**config.mk**
```make
export PLATFORM = sky130hd
export DESIGN_NAME = branch_predictor
export DESIGN_NICKNAME = d
export VERILOG_FILES = /design/src/rtl/bp_isa_pkg.sv /design/src/rtl/bp_config_pkg.sv /design/src/rtl/branch_target_buffer.sv /design/src/rtl/gshare_predictor.sv /design/src/rtl/predictor_control_regs.sv /design/src/rtl/branch_predictor.sv
export SDC_FILE = /design/constraint.sdc
export NUM_CORES = 2
export LEC_CHECK = 0
export BUFFER_PORTS_ARGS = -buffer_cell sky130_fd_sc_hd__buf_4
export CORE_MARGIN = 2
export CORE_UTILIZATION = 50
export DETAILED_ROUTE_END_ITERATION = 10
export GPL_TIMING_DRIVEN = 0
export PLACE_DENSITY = 0.68
export SYNTH_ARGS = -nofsm -noshare
export SYNTH_HDL_FRONTEND = slang
export SYNTH_HIERARCHICAL = 1
export SYNTH_SLANG_ARGS = --single-unit
```
**constraint.sdc**
```tcl
create_clock -name clk -period 7.9 [get_ports clk]
set_input_delay 1.58 -clock clk [delete_from_list [all_inputs] [get_ports clk]]
set_output_delay 1.58 -clock clk [all_outputs]
set_load 0.03 [all_outputs]
```
**src/rtl/bp_isa_pkg.sv**
```systemverilog
// instruction set constants that the fetch-stage predictor needs to decode
package bp_isa_pkg;

    // width of every PC and branch target in the pipeline
    localparam int XLEN = 32;

    // the major opcode sits in instruction bits [6:0]
    localparam int OPCODE_W = 7;

    // conditional branches (beq, bne, blt, bge, bltu, bgeu)
    localparam logic [OPCODE_W-1:0] OPCODE_BRANCH = 7'b1100011;

    // direct jump with a pc-relative target
    localparam logic [OPCODE_W-1:0] OPCODE_JAL = 7'b1101111;

    // register-indirect jump that is predicted from the last seen target
    localparam logic [OPCODE_W-1:0] OPCODE_JALR = 7'b1100111;

endpackage

```
**src/rtl/bp_config_pkg.sv**
```systemverilog
// predictor configuration with the counter encoding and the control register map
package bp_config_pkg;

    // every pattern history entry is a 2-bit saturating counter
    localparam int CNT_W = 2;

    // the upper half of the range predicts taken, so the msb alone gives the direction
    localparam logic [CNT_W-1:0] CNT_STRONG_NT = 2'b00;
    localparam logic [CNT_W-1:0] CNT_WEAK_NT   = 2'b01;
    localparam logic [CNT_W-1:0] CNT_WEAK_T    = 2'b10;
    localparam logic [CNT_W-1:0] CNT_STRONG_T  = 2'b11;

    // there are two registers, so a single address bit selects between them
    localparam int CFG_ADDR_W = 1;

    // the control register holds the two enable bits and both are set after reset
    localparam logic [CFG_ADDR_W-1:0] CFG_ADDR_CTRL = 1'b0;
    localparam int CTRL_DYNAMIC_BIT  = 0;
    localparam int CTRL_BACKWARD_BIT = 1;

    // writing a 1 to the clear bit of the history register zeroes the GHR
    localparam logic [CFG_ADDR_W-1:0] CFG_ADDR_HIST = 1'b1;
    localparam int HIST_CLEAR_BIT = 0;

endpackage

```
**src/rtl/branch_target_buffer.sv**
```systemverilog
`timescale 1ns/100ps

// direct-mapped branch target buffer
// the lookup is purely combinational so the fetch stage gets its answer in the
// same cycle, while writes from execute land at the next rising edge
module branch_target_buffer
    import bp_isa_pkg::*;
#(
    parameter int NUM_BTB_ENTRIES = 32
) (
    input  logic            clk,
    input  logic            reset_i,
    input  logic [XLEN-1:0] pc_i,
    input  logic            btb_we_i,
    input  logic [XLEN-1:0] upd_pc_i,
    input  logic [XLEN-1:0] upd_target_i,
    output logic            hit_o,
    output logic [XLEN-1:0] target_o
);

    // instructions are word aligned, so pc bits [1:0] never take part in the index
    localparam int IDX_W = $clog2(NUM_BTB_ENTRIES);
    localparam int TAG_W = XLEN - IDX_W - 2;

    // target and tag storage with one word per entry
    logic [XLEN-1:0]  target_q [NUM_BTB_ENTRIES];
    logic [TAG_W-1:0] tag_q    [NUM_BTB_ENTRIES];

    // one valid bit per entry
    logic [NUM_BTB_ENTRIES-1:0] valid_q;

    // lookup index and tag split from the fetch pc
    logic [IDX_W-1:0] rd_idx;
    logic [TAG_W-1:0] rd_tag;

    // write index and tag split from the pc of the resolved branch
    logic [IDX_W-1:0] wr_idx;
    logic [TAG_W-1:0] wr_tag;

    assign rd_idx = pc_i[IDX_W+1:2];
    assign rd_tag = pc_i[XLEN-1:IDX_W+2];
    assign wr_idx = upd_pc_i[IDX_W+1:2];
    assign wr_tag = upd_pc_i[XLEN-1:IDX_W+2];

    // a hit needs a valid entry whose stored tag matches the upper pc bits
    assign hit_o    = valid_q[rd_idx] && (tag_q[rd_idx] == rd_tag);
    // the target is passed on even on a miss and the top level ignores it then
    assign target_o = target_q[rd_idx];

    // all entries are invalid after reset and each write sets one valid bit
    always_ff @(posedge clk) begin
        if (reset_i) begin
            for (int i = 0; i < NUM_BTB_ENTRIES; i++) begin
                valid_q[i] <= 1'b0;
            end
        end else if (btb_we_i) begin
            valid_q[wr_idx] <= 1'b1;
        end
    end

    // an entry of the payload arrays is overwritten whenever its index is written again
    always_ff @(posedge clk) begin
        if (btb_we_i) begin
            target_q[wr_idx] <= upd_target_i;
            tag_q[wr_idx]    <= wr_tag;
        end
    end

    // the execute stage must deliver a resolved target along with the strobe,
    // otherwise an X would be fetched from later as a valid prediction
    a_target_known : assert property (
        @(posedge clk) disable iff (reset_i)
        btb_we_i |-> !$isunknown(upd_target_i)
    ) else $error("btb write with unknown target");

endmodule

```
**src/rtl/gshare_predictor.sv**
```systemverilog
`timescale 1ns/100ps

// gshare direction predictor
// the global history register is xored with the word-aligned pc to index a
// table of saturating counters, and the execute stage trains the table with
// the index that was carried down the pipeline with the branch
module gshare_predictor
    import bp_isa_pkg::*;
    import bp_config_pkg::*;
#(
    parameter int NUM_GHR_BITS = 5
) (
    input  logic                    clk,
    input  logic                    reset_i,
    input  logic [XLEN-1:0]         pc_i,
    input  logic                    pht_we_i,
    input  logic [NUM_GHR_BITS-1:0] pht_windex_i,
    input  logic                    pht_taken_i,
    input  logic                    ghr_clear_i,
    output logic [NUM_GHR_BITS-1:0] pht_index_o,
    output logic                    pht_taken_o
);

    // one counter per history pattern
    localparam int PHT_SIZE = 1 << NUM_GHR_BITS;

    // history register whose lsb holds the most recent outcome
    logic [NUM_GHR_BITS-1:0] ghr_q;

    // pattern history table
    logic [CNT_W-1:0] pht_q [PHT_SIZE];

    // read index is the history hashed with the low pc bits above the byte offset
    assign pht_index_o = ghr_q ^ pc_i[NUM_GHR_BITS+1:2];

    // the two taken states are exactly those at or above weakly taken, i.e. the msb
    assign pht_taken_o = (pht_q[pht_index_o] >= CNT_WEAK_T);

    // history shift
    // a clear from the control block wins over an outcome arriving at the same edge
    always_ff @(posedge clk) begin
        if (reset_i || ghr_clear_i) begin
            ghr_q <= '0;
        end else if (pht_we_i) begin
            ghr_q <= {ghr_q[NUM_GHR_BITS-2:0], pht_taken_i};
        end
    end

    // counter training
    // taken moves one step up and not taken one step down, and both ends hold
    always_ff @(posedge clk) begin
        if (reset_i) begin
            for (int i = 0; i < PHT_SIZE; i++) begin
                pht_q[i] <= CNT_WEAK_NT;
            end
        end else if (pht_we_i) begin
            if (pht_taken_i) begin
                if (pht_q[pht_windex_i] != CNT_STRONG_T) begin
                    pht_q[pht_windex_i] <= pht_q[pht_windex_i] + 1'b1;
                end
            end else begin
                if (pht_q[pht_windex_i] != CNT_STRONG_NT) begin
                    pht_q[pht_windex_i] <= pht_q[pht_windex_i] - 1'b1;
                end
            end
        end
    end

    // a taken training of a strongly taken counter must not wrap around to 00,
    // checked on the entry that was addressed in the previous cycle
    a_sat_high : assert property (
        @(posedge clk) disable iff (reset_i)
        (pht_we_i && pht_taken_i && (pht_q[pht_windex_i] == CNT_STRONG_T))
        |=> (pht_q[$past(pht_windex_i)] == CNT_STRONG_T)
    ) else $error("pht counter wrapped past strongly taken");

endmodule

```
**src/rtl/predictor_control_regs.sv**
```systemverilog
`timescale 1ns/100ps

// software-visible control of the predictor
// address 0 holds the two enable bits, address 1 is a write-only command
// register whose clear bit produces a single-cycle pulse towards the GHR
module predictor_control_regs
    import bp_isa_pkg::*;
    import bp_config_pkg::*;
(
    input  logic                  clk,
    input  logic                  reset_i,
    input  logic                  cfg_we_i,
    input  logic [CFG_ADDR_W-1:0] cfg_addr_i,
    input  logic [XLEN-1:0]       cfg_wdata_i,
    output logic [XLEN-1:0]       cfg_rdata_o,
    output logic                  dynamic_en_o,
    output logic                  backward_en_o,
    output logic                  ghr_clear_o
);

    // decoded write strobes for the two registers
    logic ctrl_we;
    logic clear_req;

    assign ctrl_we   = cfg_we_i && (cfg_addr_i == CFG_ADDR_CTRL);
    assign clear_req = cfg_we_i && (cfg_addr_i == CFG_ADDR_HIST) && cfg_wdata_i[HIST_CLEAR_BIT];

    // both enable bits are on out of reset
    always_ff @(posedge clk) begin
        if (reset_i) begin
            dynamic_en_o  <= 1'b1;
            backward_en_o <= 1'b1;
        end else if (ctrl_we) begin
            dynamic_en_o  <= cfg_wdata_i[CTRL_DYNAMIC_BIT];
            backward_en_o <= cfg_wdata_i[CTRL_BACKWARD_BIT];
        end
    end

    // the clear pulse is registered, so the GHR is zero two edges after the write
    // a second request while the pulse is high merges into the running clear
    always_ff @(posedge clk) begin
        if (reset_i) begin
            ghr_clear_o <= 1'b0;
        end else begin
            ghr_clear_o <= clear_req && !ghr_clear_o;
        end
    end

    // the control register is always visible and the unused upper bits read zero
    always_comb begin
        cfg_rdata_o                    = '0;
        cfg_rdata_o[CTRL_DYNAMIC_BIT]  = dynamic_en_o;
        cfg_rdata_o[CTRL_BACKWARD_BIT] = backward_en_o;
    end

    // the gshare block relies on a clean one-cycle pulse per clear command
    a_clear_pulse : assert property (
        @(posedge clk) disable iff (reset_i)
        ghr_clear_o |=> !ghr_clear_o
    ) else $error("ghr clear held for more than one cycle");

endmodule

```
**src/rtl/branch_predictor.sv**
```systemverilog
`timescale 1ns/100ps

// fetch-stage branch prediction unit
// joins the target buffer, the gshare direction predictor and the control
// registers, and picks the next fetch pc in the same cycle as the lookup
module branch_predictor
    import bp_isa_pkg::*;
    import bp_config_pkg::*;
#(
    parameter int NUM_BTB_ENTRIES = 32,
    parameter int NUM_GHR_BITS    = 5
) (
    input  logic                    clk,
    input  logic                    reset_i,
    input  logic [XLEN-1:0]         pc_i,
    input  logic [OPCODE_W-1:0]     op_i,
    input  logic                    btb_we_i,
    input  logic [XLEN-1:0]         upd_pc_i,
    input  logic [XLEN-1:0]         upd_target_i,
    input  logic                    pht_we_i,
    input  logic [NUM_GHR_BITS-1:0] pht_windex_i,
    input  logic                    pht_taken_i,
    input  logic                    cfg_we_i,
    input  logic [CFG_ADDR_W-1:0]   cfg_addr_i,
    input  logic [XLEN-1:0]         cfg_wdata_i,
    output logic [XLEN-1:0]         next_pc_o,
    output logic                    taken_o,
    output logic [NUM_GHR_BITS-1:0] pht_index_o,
    output logic [XLEN-1:0]         cfg_rdata_o
);

    logic            btb_hit;
    logic [XLEN-1:0] btb_target;
    logic            pht_taken;
    logic            dynamic_en;
    logic            backward_en;
    logic            ghr_clear;
    logic            is_branch;
    logic            is_jump;
    logic            is_backward;

    branch_target_buffer #(
        .NUM_BTB_ENTRIES(NUM_BTB_ENTRIES)
    ) u_btb (
        .clk         (clk),
        .reset_i     (reset_i),
        .pc_i        (pc_i),
        .btb_we_i    (btb_we_i),
        .upd_pc_i    (upd_pc_i),
        .upd_target_i(upd_target_i),
        .hit_o       (btb_hit),
        .target_o    (btb_target)
    );

    gshare_predictor #(
        .NUM_GHR_BITS(NUM_GHR_BITS)
    ) u_gshare (
        .clk         (clk),
        .reset_i     (reset_i),
        .pc_i        (pc_i),
        .pht_we_i    (pht_we_i),
        .pht_windex_i(pht_windex_i),
        .pht_taken_i (pht_taken_i),
        .ghr_clear_i (ghr_clear),
        .pht_index_o (pht_index_o),
        .pht_taken_o (pht_taken)
    );

    predictor_control_regs u_ctrl (
        .clk          (clk),
        .reset_i      (reset_i),
        .cfg_we_i     (cfg_we_i),
        .cfg_addr_i   (cfg_addr_i),
        .cfg_wdata_i  (cfg_wdata_i),
        .cfg_rdata_o  (cfg_rdata_o),
        .dynamic_en_o (dynamic_en),
        .backward_en_o(backward_en),
        .ghr_clear_o  (ghr_clear)
    );

    // only the three control-transfer opcodes may redirect fetch
    assign is_branch = (op_i == OPCODE_BRANCH);
    assign is_jump   = (op_i == OPCODE_JAL) || (op_i == OPCODE_JALR);

    // loops close with a branch to a lower address, compared as signed words
    assign is_backward = ($signed(btb_target) < $signed(pc_i));

    // next pc selection
    // a hit on a branch always redirects to the stored target, the taken bit
    // comes from the static backward rule first and the counter second
    always_comb begin
        next_pc_o = pc_i + 32'd4;
        taken_o   = 1'b0;
        if (btb_hit && is_jump) begin
            next_pc_o = btb_target;
            taken_o   = 1'b1;
        end else if (btb_hit && is_branch) begin
            next_pc_o = btb_target;
            if (backward_en && is_backward) begin
                taken_o = 1'b1;
            end else if (dynamic_en) begin
                taken_o = pht_taken;
            end
        end
    end

endmodule

```
==> results.yml <==
grt:
  antenna_found_initial: 24
  overflow: 0
  grt_pass1_wl_um: 306000
  grt.total_usage_pct: 28.1
  grt_max_degree: 33
  first_global_vias: 40000
power:
  p_leak_uw: 0.0294
  p_per_area_nw_per_um2: 240
  internal_power_uw: 16900
  power_frac_comb_pct: 7.0
  peakVddDrop_uv: 203
  switching_share_pct: 22.0
  power_frac_seq_pct: 52.4
  pwr-share-clk_pct: 40.6
  p_sw_uw: 4770
  power_uw: 21700
setup_path:
  slowest_stage: "or4_4"
  worstPathMaxFanout: 15
  max_stage_delay_ns: 0.58
  cp-start-kind: "primary input"
  crit_type: "in -> out"
  crit-reg2reg-launch: "u_gshare/pht_q[22][0]"
  crit_chain: "buf_6, buf_4, buf_4, nor2_1, clkbuf_4, nand3_1, nand4_1, xnor2_1, nand3_1, or4_4, nor4_4, nand4b_1, nor3_2, buf_6, buf_6, buf_4, mux2_2, buf_4"
  cp_common_cell: "buf_4"
  reg2reg_to: "u_gshare/pht_q[23][1]"
  r2r_slack_ns: 4.65
  worstPathRequired_ns: 6.32
  critPathCaptureType: "output port"
  arrival_ns: 6.36
  reg2reg_depth: 7
synth:
  synth_edf_count: 1888
  synth_ff_type: "edfxtp_1"
  ys_types: 78
  yosysWarnings: 6
  synth.top_cell.area_share_pct: 73.8
  syn_avg_cell_area_um2: 20.7
  post-synth-top-area-cell: "edfxtp_1"
  synth.area.top_cells: "edfxtp_1 74%, mux4_2 15%, mux2i_1 1.6%"
  ys_seq_area_share_pct: 74.8
  netlist_area_um2: 76900
  synthCells: 3707
  ys_ff_latch: 1928
  synthArstFlopShare_pct: 0
layout:
  fillers: 10700
  drive_above_1_share_pct: 31.5
  fin_util_pct: 59.5
  final_cells: 6388
  design.final.nets: 4373
  area_growth_syn_to_layout_pct: 17.8
floorplan:
  ioPinCount: 217
  die-width_um: 396
  core_region_area_um2: 152000
  die_height_um: 396
  start_util_pct: 50.5
  die_area_um2: 157000
  rows: 143
timing:
  period_needed_ns: 7.94
  rsz0062_at_grt: "yes"
  slew_headroom_pct: -0.713
  setup_viol: 5
  worst-slew-pin-transition_ns: 1.49
  fmax_mhz: 126
  setup_tns_ns: -0.155
  drv_slew: 1
  min_period_over_period_pct: 101
  clock_skew_ns: 0.0277
  layout_setup_ws_ns: -0.0428
  hold_viol_final: 0
clock_network:
  htreeDepth: 4
  cts_buffers: 192
  clk_latency_ns: 0.84
  cts_sinks: 1928
  clk_path_buf_depth: 3
  path_clk_slew_ns: 0.05
  cts_tree: "built"
  cts_root_buf: "clkbuf_16"
detailed_routing:
  drt-total-wl_um: 221000
  ant_nets: 0
  highest_layer: "met5"
  drtIter0Drc: 5656
  wl_met3_um: 26600
  wl_met1_um: 83700
  met2WireLength_um: 104000
  route.detailed.drc: 0
  vias: 41600
  drtPass1Iterations: 6
  avgViaCountPerCell: 6.51
  post_drt_wl_per_cell_um: 34.5
run_status:
  failed_checks: "capacitance limit, slew limit, setup timing"
  status: "complete, but fails checks"
place:
  dp_slack_ns: -3.01
  gp_congestion: 0.937
  port_buffers: 150
  place_hpwl_um: 147000
  dp_cells: 6014
worst_hold_path:
  min-delay-start: "u_btb/valid_q[13]"
  worstHoldPathType: "reg -> reg"
  hold_depth: 2
  min_to: "u_btb/valid_q[13]"
run:
  maxCapViolCount: 1
-- cell usage in the layout (no fill, tap or decap), types with 41 or more instances in the layout --
cell / netlist / routed
buf_4: 42 / 199
nand3_1: 74 / 73
edfxtp_1: 1888 / 1888
clkinv_2: 0 / 41
buf_6: 5 / 65
nor2_1: 144 / 109
buf_12: 0 / 96
mux4_2: 509 / 509
mux2i_1: 122 / 120
clkbuf_1: 92 / 67
xnor2_1: 43 / 43
a22oi_1: 44 / 42
clkbuf_16: 0 / 199
nand2_1: 175 / 173
-- cell usage after synthesis, types with 5 or more instances --
master / instances
and3_1: 10
buf_4: 42
xnor2_1: 43
a22oi_1: 44
mux2_2: 10
nor4_1: 7
buf_6: 5
nand4_1: 24
a21oi_1: 20
or3b_2: 6
nand3b_1: 10
nor2b_1: 14
ha_1: 32
dfxtp_1: 40
nand2_1: 175
a31o_1: 32
o22ai_1: 21
or3_1: 5
clkbuf_1: 92
o221ai_1: 5
nor3_1: 34
mux4_2: 509
and3b_1: 6
nor3b_1: 5
nand2b_1: 12
buf_2: 70
buf_1: 17
a221oi_1: 8
edfxtp_1: 1888
xor2_1: 16
nor2_1: 144
and2_1: 13
nand3_1: 74
inv_1: 36
o21ai_0: 37
mux2i_1: 122
o22a_1: 5
-- sequential cells by signal (all words and copies together) (netlist names) --
| register | count |
|---|---|
| u_gshare/ghr_q | 5 |
| u_btb/valid_q | 32 |
| u_ctrl/dynamic_en_o | 1 |
| u_ctrl/backward_en_o | 1 |
| u_btb/tag_q | 800 |
| u_gshare/pht_q | 64 |
| u_ctrl/ghr_clear_o | 1 |
| u_btb/target_q | 1024 |
-- worst max-delay path: cells and delay by family --
family / cells / cell delay [ns]
XOR/XNOR: 1 / 0.28
buffers and inverters: 8 / 1.72
AND/OR/NAND/NOR: 8 / 2.32
multiplexers: 1 / 0.38
-- power groups by stage --
stage / Sequential (µW) / Combinational, µW / Clock (µW)
final: 11400 / 1520 / 8820
after floorplan: 11600 / 797 / 0
after detailed placement: 11600 / 1420 / 0
after global routing: 11400 / 1590 / 9310
after CTS: 11400 / 1480 / 8910
after global placement: 11600 / 1370 / 0
-- layout make-up --
type / count / area, µm² / share of cell area [%]
clock buffers: 241 / 5110 / 5.65
diodes: 8 / 20.0 / 0.0221
plain buffers: 219 / 1960 / 2.16
multi-input cells: 1544 / 18800 / 20.8
well taps: 2030 / 2540 / 2.80
clock inverters: 109 / 951 / 1.05
flip-flops and latches: 1928 / 57500 / 63.5
inverters: 38 / 143 / 0.157
repair buffers: 271 / 3510 / 3.87
-- worst max path at each step --
stage | start | end | slack, ns | cells past startpoint
2_1_floorplan | pc_i[2] | taken_o | 0.75 | 17
3_3_place_gp | pc_i[2] | next_pc_o[20] | -3.70 | 19
3_5_place_dp | pc_i[3] | taken_o | -3.01 | 18
4_1_cts | pc_i[2] | next_pc_o[13] | 0.002 | 17
5_1_grt | pc_i[4] | taken_o | -0.16 | 19
6_report | pc_i[4] | next_pc_o[0] | -0.04 | 18
-- logic make-up after synthesis --
logic type      count (synthesis)  synth area share, %
simple gates                  564                 3.61
xor+xnor                       59                0.672
fa+ha+maj                      32                0.521
mux                           643                 16.7
other cells                     1              0.00488
buf+inv                       264                 1.66
flops                        1928                 74.8
compound gates                216                 2.06
-- layer usage --
metal	vias to the layer above	global-route usage (%)
met4	28	8.06
met1	22100	39.6
li1	16400	-
met5	-	0
met2	2694	43.9
met3	404	7.14
-- timing repair --
item                                    CTS  global route
gates cloned                              0             2
gates resized for setup                 364           100
endpoints found under the setup margin   33            33
pin swaps                                10            15
hold buffers                              0             0
buffers inserted                          2            19
-- stage by stage --
stage	cell area [µm²]	hold WS [ns]
floorplan	77000	0.435
CTS	90000	0.467
finish	90600	0.472
global route	90600	0.495
global placement	80600	0.445
detailed placement	82900	0.454
(Power assumes the default switching activity.)
